**src/verilog/icache_pkg.sv**
```systemverilog
package icache_pkg;

    //////////////////////////////////////////////////
    // Cache geometry
    //////////////////////////////////////////////////

    localparam int addr_width   = 32;
    localparam int offset_width = 4;
    localparam int index_width  = 4;
    localparam int tag_width    = 24;
    localparam int way_count    = 2;
    localparam int line_width   = 128;
    localparam int word_width   = 32;

    //////////////////////////////////////////////////
    // Fetch and memory side transfers
    //////////////////////////////////////////////////

    typedef struct packed {
        logic                  valid;
        logic [addr_width-1:0] addr;
    } fetch_req_t;

    typedef struct packed {
        logic                  valid;
        logic [word_width-1:0] instr;
    } fetch_rsp_t;

    // Line-aligned refill request
    typedef struct packed {
        logic                  valid;
        logic [addr_width-1:0] addr;
    } mem_req_t;

    // Word 0 sits in the low bits
    typedef struct packed {
        logic                  valid;
        logic [line_width-1:0] line;
    } mem_rsp_t;

    //////////////////////////////////////////////////
    // Maintenance and control
    //////////////////////////////////////////////////

    typedef enum logic [1:0] {
        cacop_init_index = 2'd0,
        cacop_inv_index  = 2'd1,
        cacop_inv_all    = 2'd2
    } cacop_e;

    typedef struct packed {
        logic                   valid;
        cacop_e                 op;
        logic [index_width-1:0] index;
        logic                   way;
    } cacop_req_t;

    // Write side of the tag/valid array
    typedef struct packed {
        logic [way_count-1:0]   we;
        logic [way_count-1:0]   inv;
        logic                   init;
        logic                   init_way;
        logic                   all_clr;
        logic [index_width-1:0] index;
        logic [tag_width-1:0]   tag;
    } tagv_wr_t;

    typedef enum logic [1:0] {
        lookup    = 2'd0,
        miss_wait = 2'd1,
        respond   = 2'd2
    } ctrl_state_e;

endpackage

```
**src/verilog/sdp_ram.sv**
```systemverilog
module sdp_ram #(
    parameter int width      = 32,
    parameter int depth_log2 = 4
) (
    input  logic                  clk,
    input  logic                  we,
    input  logic [depth_log2-1:0] waddr,
    input  logic [width-1:0]      din,
    input  logic [depth_log2-1:0] raddr,
    output logic [width-1:0]      dout
);

    logic [width-1:0] mem [2**depth_log2];

    // Write port
    always_ff @(posedge clk) begin
        if (we) begin
            mem[waddr] <= din;
        end
    end

    // Registered read, old data on a colliding write
    always_ff @(posedge clk) begin
        dout <= mem[raddr];
    end

endmodule

```
**src/verilog/icache_tagv.sv**
```systemverilog
module icache_tagv (
    input  logic                                  clk,
    input  logic                                  arst_n,
    input  logic [icache_pkg::index_width-1:0]    rd_index,
    input  logic [icache_pkg::tag_width-1:0]      cmp_tag,
    input  icache_pkg::tagv_wr_t                  wr,
    output logic [icache_pkg::way_count-1:0]      hit,
    output logic [icache_pkg::way_count-1:0]      valid
);

    for (genvar w = 0; w < icache_pkg::way_count; w++) begin : g_way

        logic [2**icache_pkg::index_width-1:0] valid_vec;
        logic                                  valid_upd;
        logic                                  valid_q;
        logic                                  init_here;
        logic [icache_pkg::tag_width-1:0]      tag_din;
        logic [icache_pkg::tag_width-1:0]      tag_rd;

        assign init_here = wr.init && (wr.init_way == 1'(w));

        //////////////////////////////////////////////////
        // Valid bit at the write index after this edge
        //////////////////////////////////////////////////

        always_comb begin
            valid_upd = valid_vec[wr.index];
            if (wr.all_clr) begin
                valid_upd = 1'b0;
            end else if (wr.init) begin
                // Init only touches its own way
                if (init_here) begin
                    valid_upd = 1'b0;
                end
            end else if (wr.inv[w]) begin
                valid_upd = 1'b0;
            end else if (wr.we[w]) begin
                valid_upd = 1'b1;
            end
        end

        always_ff @(posedge clk or negedge arst_n) begin
            if (!arst_n) begin
                valid_vec <= '0;
            end else if (wr.all_clr) begin
                valid_vec <= '0;
            end else begin
                valid_vec[wr.index] <= valid_upd;
            end
        end

        // Registered valid read with same-index forwarding
        always_ff @(posedge clk or negedge arst_n) begin
            if (!arst_n) begin
                valid_q <= 1'b0;
            end else if (wr.all_clr) begin
                valid_q <= 1'b0;
            end else if (wr.index == rd_index) begin
                valid_q <= valid_upd;
            end else begin
                valid_q <= valid_vec[rd_index];
            end
        end

        //////////////////////////////////////////////////
        // Tag storage
        //////////////////////////////////////////////////

        // Init writes a zero tag
        assign tag_din = init_here ? '0 : wr.tag;

        sdp_ram #(
            .width      (icache_pkg::tag_width),
            .depth_log2 (icache_pkg::index_width)
        ) tag_ram_inst (
            .clk   (clk),
            .we    (wr.we[w] || init_here),
            .waddr (wr.index),
            .din   (tag_din),
            .raddr (rd_index),
            .dout  (tag_rd)
        );

        assign valid[w] = valid_q;
        assign hit[w]   = (tag_rd == cmp_tag) && valid_q;

    end

endmodule

```
**src/verilog/icache_ctrl.sv**
```systemverilog
module icache_ctrl (
    input  logic                                 clk,
    input  logic                                 arst_n,
    input  icache_pkg::fetch_req_t               fetch_req,
    input  icache_pkg::cacop_req_t               cacop,
    input  icache_pkg::mem_rsp_t                 mem_rsp,
    input  logic [icache_pkg::way_count-1:0]     hit,
    input  logic [icache_pkg::way_count-1:0]     valid,
    input  logic [icache_pkg::line_width-1:0]    line0,
    input  logic [icache_pkg::line_width-1:0]    line1,
    output icache_pkg::fetch_rsp_t               fetch_rsp,
    output icache_pkg::mem_req_t                 mem_req,
    output logic                                 busy,
    output logic [icache_pkg::index_width-1:0]   rd_index,
    output logic [icache_pkg::tag_width-1:0]     cmp_tag,
    output icache_pkg::tagv_wr_t                 tagv_wr,
    output logic [icache_pkg::way_count-1:0]     data_we,
    output logic [icache_pkg::index_width-1:0]   data_windex,
    output logic [icache_pkg::line_width-1:0]    data_line
);

    icache_pkg::ctrl_state_e                  state;
    logic                                     s1_valid;
    logic [icache_pkg::addr_width-1:0]        s1_addr;
    logic [icache_pkg::index_width-1:0]       s1_index;
    logic [icache_pkg::tag_width-1:0]         s1_tag;
    logic [icache_pkg::offset_width-3:0]      s1_word;
    logic [2**icache_pkg::index_width-1:0]    mru;
    logic                                     victim_q;
    logic                                     victim_way;
    logic [icache_pkg::line_width-1:0]        fill_line;
    logic [icache_pkg::line_width-1:0]        hit_line;
    logic                                     lookup_hit;
    logic                                     lookup_miss;
    logic                                     accept;
    logic                                     cacop_go;
    logic                                     fill;

    function automatic logic [icache_pkg::word_width-1:0] pick_word(
        input logic [icache_pkg::line_width-1:0]   line,
        input logic [icache_pkg::offset_width-3:0] sel
    );
        return line[sel*icache_pkg::word_width +: icache_pkg::word_width];
    endfunction

    assign s1_index = s1_addr[icache_pkg::offset_width +: icache_pkg::index_width];
    assign s1_tag   = s1_addr[icache_pkg::addr_width-1 -: icache_pkg::tag_width];
    assign s1_word  = s1_addr[icache_pkg::offset_width-1:2];

    //////////////////////////////////////////////////
    // Pipeline control
    //////////////////////////////////////////////////

    assign lookup_hit  = (state == icache_pkg::lookup) && s1_valid && (|hit);
    assign lookup_miss = (state == icache_pkg::lookup) && s1_valid && !(|hit);
    assign fill        = (state == icache_pkg::miss_wait) && mem_rsp.valid;

    // Busy drops in the respond cycle
    assign busy     = lookup_miss || (state == icache_pkg::miss_wait);
    assign accept   = fetch_req.valid && !busy;
    assign cacop_go = cacop.valid && !busy && !fetch_req.valid;

    assign rd_index = fetch_req.addr[icache_pkg::offset_width +: icache_pkg::index_width];
    assign cmp_tag  = s1_tag;

    // First invalid way, else the least recent one
    always_comb begin
        if (!valid[0]) begin
            victim_way = 1'b0;
        end else if (!valid[1]) begin
            victim_way = 1'b1;
        end else begin
            victim_way = !mru[s1_index];
        end
    end

    always_ff @(posedge clk or negedge arst_n) begin
        if (!arst_n) begin
            state    <= icache_pkg::lookup;
            s1_valid <= 1'b0;
            victim_q <= 1'b0;
            mru      <= '0;
        end else begin
            s1_valid <= accept;
            if (lookup_hit) begin
                mru[s1_index] <= hit[1];
            end
            case (state)
                icache_pkg::lookup: begin
                    if (lookup_miss) begin
                        victim_q <= victim_way;
                        state    <= icache_pkg::miss_wait;
                    end
                end
                icache_pkg::miss_wait: begin
                    if (mem_rsp.valid) begin
                        mru[s1_index] <= victim_q;
                        state         <= icache_pkg::respond;
                    end
                end
                icache_pkg::respond: begin
                    state <= icache_pkg::lookup;
                end
                default: begin
                    state <= icache_pkg::lookup;
                end
            endcase
        end
    end

    // Request address and refill line
    always_ff @(posedge clk) begin
        if (accept) begin
            s1_addr <= fetch_req.addr;
        end
        if (fill) begin
            fill_line <= mem_rsp.line;
        end
    end

    //////////////////////////////////////////////////
    // Responses and refill request
    //////////////////////////////////////////////////

    assign hit_line = hit[1] ? line1 : line0;

    always_comb begin
        fetch_rsp.valid = lookup_hit || (state == icache_pkg::respond);
        if (state == icache_pkg::respond) begin
            fetch_rsp.instr = pick_word(fill_line, s1_word);
        end else begin
            fetch_rsp.instr = pick_word(hit_line, s1_word);
        end
    end

    assign mem_req.valid = lookup_miss;
    assign mem_req.addr  = {s1_addr[icache_pkg::addr_width-1:icache_pkg::offset_width],
                            {icache_pkg::offset_width{1'b0}}};

    // Data RAM write on refill
    assign data_we     = fill ? (victim_q ? 2'b10 : 2'b01) : 2'b00;
    assign data_windex = s1_index;
    assign data_line   = mem_rsp.line;

    //////////////////////////////////////////////////
    // Tag/valid writes and maintenance ops
    //////////////////////////////////////////////////

    always_comb begin
        tagv_wr          = '0;
        tagv_wr.index    = s1_index;
        tagv_wr.tag      = s1_tag;
        if (fill) begin
            tagv_wr.we[victim_q] = 1'b1;
        end
        if (cacop_go) begin
            tagv_wr.index = cacop.index;
            case (cacop.op)
                icache_pkg::cacop_init_index: begin
                    tagv_wr.init     = 1'b1;
                    tagv_wr.init_way = cacop.way;
                end
                icache_pkg::cacop_inv_index: begin
                    tagv_wr.inv[cacop.way] = 1'b1;
                end
                icache_pkg::cacop_inv_all: begin
                    tagv_wr.all_clr = 1'b1;
                end
                default: begin
                    tagv_wr.all_clr = 1'b0;
                end
            endcase
        end
    end

endmodule

```
**src/verilog/icache_top.sv**
```systemverilog
module icache_top (
    input  logic                   clk,
    input  logic                   arst_n,
    input  icache_pkg::fetch_req_t fetch_req,
    output icache_pkg::fetch_rsp_t fetch_rsp,
    output logic                   busy,
    output icache_pkg::mem_req_t   mem_req,
    input  icache_pkg::mem_rsp_t   mem_rsp,
    input  icache_pkg::cacop_req_t cacop
);

    logic [icache_pkg::index_width-1:0] rd_index;
    logic [icache_pkg::tag_width-1:0]   cmp_tag;
    icache_pkg::tagv_wr_t               tagv_wr;
    logic [icache_pkg::way_count-1:0]   hit;
    logic [icache_pkg::way_count-1:0]   valid;
    logic [icache_pkg::way_count-1:0]   data_we;
    logic [icache_pkg::index_width-1:0] data_windex;
    logic [icache_pkg::line_width-1:0]  data_line;
    logic [icache_pkg::line_width-1:0]  line0;
    logic [icache_pkg::line_width-1:0]  line1;

    //////////////////////////////////////////////////
    // Controller
    //////////////////////////////////////////////////

    icache_ctrl icache_ctrl_inst (
        .clk         (clk),
        .arst_n      (arst_n),
        .fetch_req   (fetch_req),
        .cacop       (cacop),
        .mem_rsp     (mem_rsp),
        .hit         (hit),
        .valid       (valid),
        .line0       (line0),
        .line1       (line1),
        .fetch_rsp   (fetch_rsp),
        .mem_req     (mem_req),
        .busy        (busy),
        .rd_index    (rd_index),
        .cmp_tag     (cmp_tag),
        .tagv_wr     (tagv_wr),
        .data_we     (data_we),
        .data_windex (data_windex),
        .data_line   (data_line)
    );

    //////////////////////////////////////////////////
    // Tag/valid array and line data
    //////////////////////////////////////////////////

    icache_tagv icache_tagv_inst (
        .clk      (clk),
        .arst_n   (arst_n),
        .rd_index (rd_index),
        .cmp_tag  (cmp_tag),
        .wr       (tagv_wr),
        .hit      (hit),
        .valid    (valid)
    );

    // Way 0 lines
    sdp_ram #(
        .width      (icache_pkg::line_width),
        .depth_log2 (icache_pkg::index_width)
    ) data0_ram_inst (
        .clk   (clk),
        .we    (data_we[0]),
        .waddr (data_windex),
        .din   (data_line),
        .raddr (rd_index),
        .dout  (line0)
    );

    // Way 1 lines
    sdp_ram #(
        .width      (icache_pkg::line_width),
        .depth_log2 (icache_pkg::index_width)
    ) data1_ram_inst (
        .clk   (clk),
        .we    (data_we[1]),
        .waddr (data_windex),
        .din   (data_line),
        .raddr (rd_index),
        .dout  (line1)
    );

endmodule

```
**config.mk**
```make
export PLATFORM = sky130hd
export DESIGN_NAME = icache_top
export DESIGN_NICKNAME = d
export VERILOG_FILES = /design/src/verilog/icache_pkg.sv /design/src/verilog/sdp_ram.sv /design/src/verilog/icache_tagv.sv /design/src/verilog/icache_ctrl.sv /design/src/verilog/icache_top.sv
export SDC_FILE = /design/constraint.sdc
export NUM_CORES = 2
export LEC_CHECK = 0
export BUFFER_PORTS_ARGS = -buffer_cell sky130_fd_sc_hd__buf_2
export CAP_MARGIN = 20
export CORE_AREA = 2 2 615 617
export DETAILED_ROUTE_END_ITERATION = 10
export DIE_AREA = 0 0 617 619
export PLACE_DENSITY_LB_ADDON = 0.12
export SETUP_SLACK_MARGIN = 0.02
export SLEW_MARGIN = 0
export SYNTH_ARGS = -nofsm -noshare
export SYNTH_HDL_FRONTEND = slang
export SYNTH_HIERARCHICAL = 1
export SYNTH_MEMORY_MAX_BITS = 65536
export SYNTH_SLANG_ARGS = --single-unit
```
**constraint.sdc**
```tcl
create_clock -name clk -period 13 [get_ports clk]
set_clock_uncertainty 0.05 [all_clocks]
set_input_delay 1.95 -clock clk [delete_from_list [all_inputs] [get_ports clk]]
set_output_delay 1.95 -clock clk [all_outputs]
set_load 0.005 [all_outputs]
```
Word level (Yosys, flattened, before mapping)
Memory sizes are Yosys's and may differ from the RTL's. A register that Yosys moved wholly into a read port is not among the register bits.
Index checks and enable logic that the tools add are counted.

operators by class
  $lt $le $gt $ge = 9
  eq/ne operators = 9
  shift operators = 2
  multiplexer cells = 65
  bitwise gates (word level) = 1
  reductions and logical operators = 28

operators by type and width
  kind                                                                                  count
  128-bit by 8-bit indexed part select with 32-bit output                               2
  128-bit 2-to-1 mux                                                                    1
  16-bit 2-to-1 mux                                                                     5
  16-bit bitwise mux                                                                    4
  24-bit equality test                                                                  2
  24-bit 2-to-1 mux                                                                     2
  1-bit 2-to-1 mux                                                                      34
  32-bit 2-to-1 mux                                                                     1
  1-bit binary-select mux with 4-bit select                                             5
  1-bit logical AND                                                                     15
  4-bit by 5-bit less-than comparator with 1-bit output (second input constant)         3
  2-bit 2-to-1 mux                                                                      7
  9-bit 2-to-1 mux                                                                      1
  1-bit demux with 4-bit select                                                         2
  4-bit by 1-bit greater-or-equal comparator with 1-bit output (second input constant)  2
  2-bit by 1-bit equality test with 1-bit output (second input constant)                2
  2-bit equality test (second input constant)                                           2
  4-bit equality test                                                                   1
  1-bit logical NOT                                                                     4
  2-bit logical NOT                                                                     2
  1-bit logical OR                                                                      4
  1-bit by 2-bit less-than comparator with 1-bit output (second input constant)         2
  2-bit case mux with 2 select lines                                                    1
  2-bit AND reduction                                                                   2
  6 further kinds                                                                       8

word-level totals
  bits in registers = 214
  bits in writable memories = 4864
  input bits = 172
  output and inout bits = 67
  logic and storage cells = 128
  memories = 4

memory list
  memory                                      words  bits a word  read ports  clocked after Yosys merged registers in  write ports  line           text
  data0_ram_inst.mem                          16     128          1           1                                        1            sdp_ram.sv:13  logic [width-1:0] mem [2**depth_log2];
  data1_ram_inst.mem                          16     128          1           1                                        1            sdp_ram.sv:13
  icache_tagv_inst.g_way[0].tag_ram_inst.mem  16     24           1           1                                        1            sdp_ram.sv:13
  icache_tagv_inst.g_way[1].tag_ram_inst.mem  16     24           1           1                                        1            sdp_ram.sv:13

Longest topological paths before layout
  word-level depth = 18
  mapped depth = 18
  mapped depth without buffers = 13

By module
Netlist, hierarchy kept.

modules (own cells, without submodules)
  module                                                 instances  cells an instance  area an instance (µm²)  sequential area each (µm²)
  sdp_ram at data0_ram_inst ...                          2          3365               79331.1                 64061.4
  sdp_ram at icache_tagv_inst.g_way[0].tag_ram_inst ...  2          636                14930.6                 12011.5
  icache_ctrl                                            1          827                10704.0                 5245.0
  icache_tagv                                            1          319                3025.4                  850.8

Least setup slack after synthesis
No wires, ideal clock.

  path kind = input port to flip-flop
  start = input port mem_rsp[128] in the netlist's numbering
  end = memory data1_ram_inst/mem[0][0] in the netlist's numbering, enable pin
  library setup time = 0.773 ns
  arrival = 14.168 ns
  data required time = 12.177 ns
  path slack = -1.991 ns
  stages on the path = 5
  cell sequence = nand3b_1 inv_1 and2_1 or3b_2 nor3_1

on the way
  longest elaborated chain between the ends = 4

ends and longest elaborated chain
  element                                 line                text
  start: declaration                      icache_top.sv:8     input icache_pkg::mem_rsp_t mem_rsp,
  1-bit logical AND                       icache_ctrl.sv:56   assign fill = (state == icache_pkg::miss_wait) && mem_rsp.valid;
  2-bit 2-to-1 mux                        icache_ctrl.sv:141  assign data_we = fill ? (victim_q ? 2'b10 : 2'b01) : 2'b00;
  named net data_we, one bit              icache_top.sv:17    logic [icache_pkg::way_count-1:0] data_we;
  1-bit 2-to-1 mux                        sdp_ram.sv:17       if (we) begin
  1-bit 2-to-1 mux (implied by the code)  sdp_ram.sv:18       mem[waddr] <= din;
  end: declaration                        sdp_ram.sv:13

The timed path passes the listed nets, and every way through them passes these cells.

==> results by group <==
Place
  • Setup WS pre-CTS: 5.69 ns
  • Post-DP Area: 209,000 um^2
  • Port Buffer Count: 232
  • Placed insts: 13,900
  • Post-DP HPWL: 274 mm
  • GPL Wtd Cong: 0.776

Critical path
  • Critical Path RT: 11.00 ns
  • R2r endpoint: icache_tagv_inst/g_way[0].tag_ram_inst/mem[0][16]
  • CP Class: flip-flop to output pin
  • Crit Reg-Reg Startpoint: icache_ctrl_inst/s1_addr[10]
  • CP arrival: 6.30 ns
  • CP max FO: 41
  • CP Launch Type: flip-flop
  • Critical path capture point type: output pin
  • Reg2Reg Setup Slack: 6.55 ns
  • Reg2reg path depth: 17
  • Crit path launch: icache_ctrl_inst/s1_addr[10]

Power
  • Pwr/cell area: 167 nW/um^2
  • Peak VDD IR: 0.168 mV
  • Total power: 37.9 mW
  • P_leak: 72.4 nW

Synthesis
  • Synth area leader: edfxtp_1
  • Yosys warnings: 6
  • Mapped Area: 202,000 um^2
  • Area share of the largest cell type after synthesis: 74.6%
  • Most used flip-flop cell after synthesis: edfxtp_1
  • Post-synth EDFFs: 5,022
  • Syn avg cell area: 22.1 um^2
  • Netlist cell types: 61
  • FFs w/ async S/R, synth: 1.00%
  • Post-synth top cells: 5,022 x edfxtp_1, 1,221 x mux4_2, 535 x a22oi_1, 354 x nand2_1, 304 x dfxtp_1
  • Cells after Synth: 9,148
  • Sequential area share after synthesis: 78.2%
  • Most numerous cell in the Yosys netlist: edfxtp_1
  • FF+latch count, synth: 5,380
  • Synth area leaders: edfxtp_1 75%, mux4_2 14%, dfxtp_1 3.0%

Cells and area
  • Area of the multi-input gates: 40,300 um^2
  • Ratio of cells with drive above 1 in the final layout: 26.3%
  • Sequential Area: 158,000 um^2
  • Design Area, Final: 227,000 um^2
  • Area Overhead vs Synth: 12.1%
  • Nets: 9,665
  • Fin cells: 15,000
  • Filler cells: 26,000

STA
  • Peak Freq: 0.120 GHz
  • Final period util: 63.9%
  • Setup ws final: 4.70 ns
  • Least-Margin Pin Slew: 1.24 ns
  • Slew Limit Fails: 0
  • Final TNS setup: 0 ns
  • Unrepaired setup endpoints after global routing: false
  • Rel. slew slack: 17.4%
  • Final hold violation count: 0
  • Final setup violation count: 0
  • Post-layout min period: 8.30 ns

Job
  • Max-cap violations: 0

Routing
  • Final antenna-violating net count: 0
  • DR DRC count: 0
  • WL per Instance: 35.3 um
  • Pre-antenna DRT Iters: 6
  • Via density: 6.47
  • Routed WL: 529 mm
  • Vias: 97,000
  • DRT iter0 DRCs: 13,300

GRT
  • First-pass GRT wire length: 741 mm
  • Vias in the first global route: 97,100
  • Gr usage total: 27.7%
  • Initial antenna violation count: 105
  • M1 GR Usage: 39.2%
  • Largest net degree at the start of global routing: 149
  • GRT overflow: 0
  • M3 GR Usage: 3.66%
  • Grt peak-use layer: met2
  • Met2 GRT Util: 45.4%

Clocking
  • CTS resizes: 0
  • Root Driver: clkbuf_16
  • Hold_buf cts: 0
  • Worst-Skew Late Latency: 1.04 ns
  • Post-CTS setup buffer count: 0
  • H-tree depth: 6
  • Clock slew at reported path FFs: 0.06 ns
  • CTS Sinks: 5,380
  • Clock buffer depth: 4
  • TritonCTS clock tree: built
  • CTS Buf Count: 551

Floorplan
  • Starting Density: 54.0%
  • Core area: 375,000 um^2
  • Rows: 225
  • Die span in y: 619 um
  • Die area: 382,000 um^2
  • IO Pins: 239
  • Die X-Extent: 617 um

Hold path
  • Destination of the worst hold path: icache_ctrl_inst/mru[9]
  • Hold Crit Start: icache_ctrl_inst/mru[9]
  • Min-Delay Path Class: flip-flop to flip-flop
  • Hold depth: 1

Run status
  • Run status: finished, final reports clean
[registers in the layout (all words and copies together) (netlist names)]
register	count
icache_ctrl_inst/victim_q	1
data1_ram_inst/mem	2048
icache_tagv_inst/g_way.tag_ram_inst/mem	768
icache_tagv_inst/g_way.valid_vec	32
icache_tagv_inst/g_way.valid_q	2
icache_ctrl_inst/s1_valid	1
data1_ram_inst/dout	128
icache_ctrl_inst/fill_line	128
icache_ctrl_inst/state	2
data0_ram_inst/mem	2048
data0_ram_inst/dout	128
icache_tagv_inst/g_way.tag_ram_inst/dout	48
icache_ctrl_inst/mru	16
icache_ctrl_inst/s1_addr	30
[logic make-up after synthesis]
logic type / count (synthesis) / synth area share [%]
muxes: 1473 / 14.9
buffers and inverters: 716 / 2.07
other: 1 / 0.00185
AOI/OAI and AO/OA: 850 / 2.99
DFF: 5380 / 78.2
and+or+nand+nor: 676 / 1.59
xor gates and xnor gates: 52 / 0.225
[worst max path at each step]
stage	endpoint	slack, ns
final	fetch_rsp[22]	4.70
after global routing	fetch_rsp[22]	4.68
after CTS	fetch_rsp[22]	4.72
after detailed placement	data1_ram_inst/mem[2][24]	5.69
after global placement	data1_ram_inst/mem[2][125]	5.78
after floorplan	data0_ram_inst/mem[0][0]	0.73
[layer usage]
metal,routed length [um],up-vias
met5,113,-
met1,208000,52600
met3,42500,787
li1,-,38900
met4,17500,18
met2,261000,4647
[report_power, final]
part	switching [mW]	internal [mW]	total, mW
Combinational	1.83	0.870	2.70
Clock	6.52	9.01	15.5
Sequential	0.203	19.5	19.7
Total	8.56	29.4	37.9
[cells in the final DEF, fill, tap and decap left out, drive strengths merged, types with 40 or more instances in the layout]
cell,count
a21oi,50
a22oi,535
and2,60
buf,496
clkbuf,789
clkinv,166
dfrtp,54
dfxtp,304
diode,52
edfxtp,5022
mux2i,241
mux4,1225
nand2,354
nor2,71
nor2b,40
o211ai,66
o21ai,95
[layout make-up]
cell class	instances	share of cell area (%)
Inverter	9	0.0182
Tap cell	4994	2.76
Antenna cell	52	0.0574
Clock buffer	789	6.89
Multi-Input combinational cell	3055	17.8
Timing Repair Buffer	496	1.67
Clock inverter	220	0.995
Sequential cell	5380	69.8
[through the flow]
stage	hold WS [ns]	utilization (%)
after floorplan	0.401	-
after global placement	0.422	55.6
after detailed placement	0.436	55.7
after CTS	0.449	60.4
after global routing	0.471	60.5
final	0.450	60.5
[worst max-delay path, stage by stage (launching register included)]
cell	delay [ns]
edfxtp_1	0.54
xor2_1	0.22
nor4_1	0.57
nand3_1	0.19
nor4_2	0.16
buf_4	0.60
buf_12	0.42
mux4_2	0.59
o21ai_0	0.87
o21ai_1	0.52
buf_2	0.27
No activity file was read; power rests on OpenSTA's default activity.
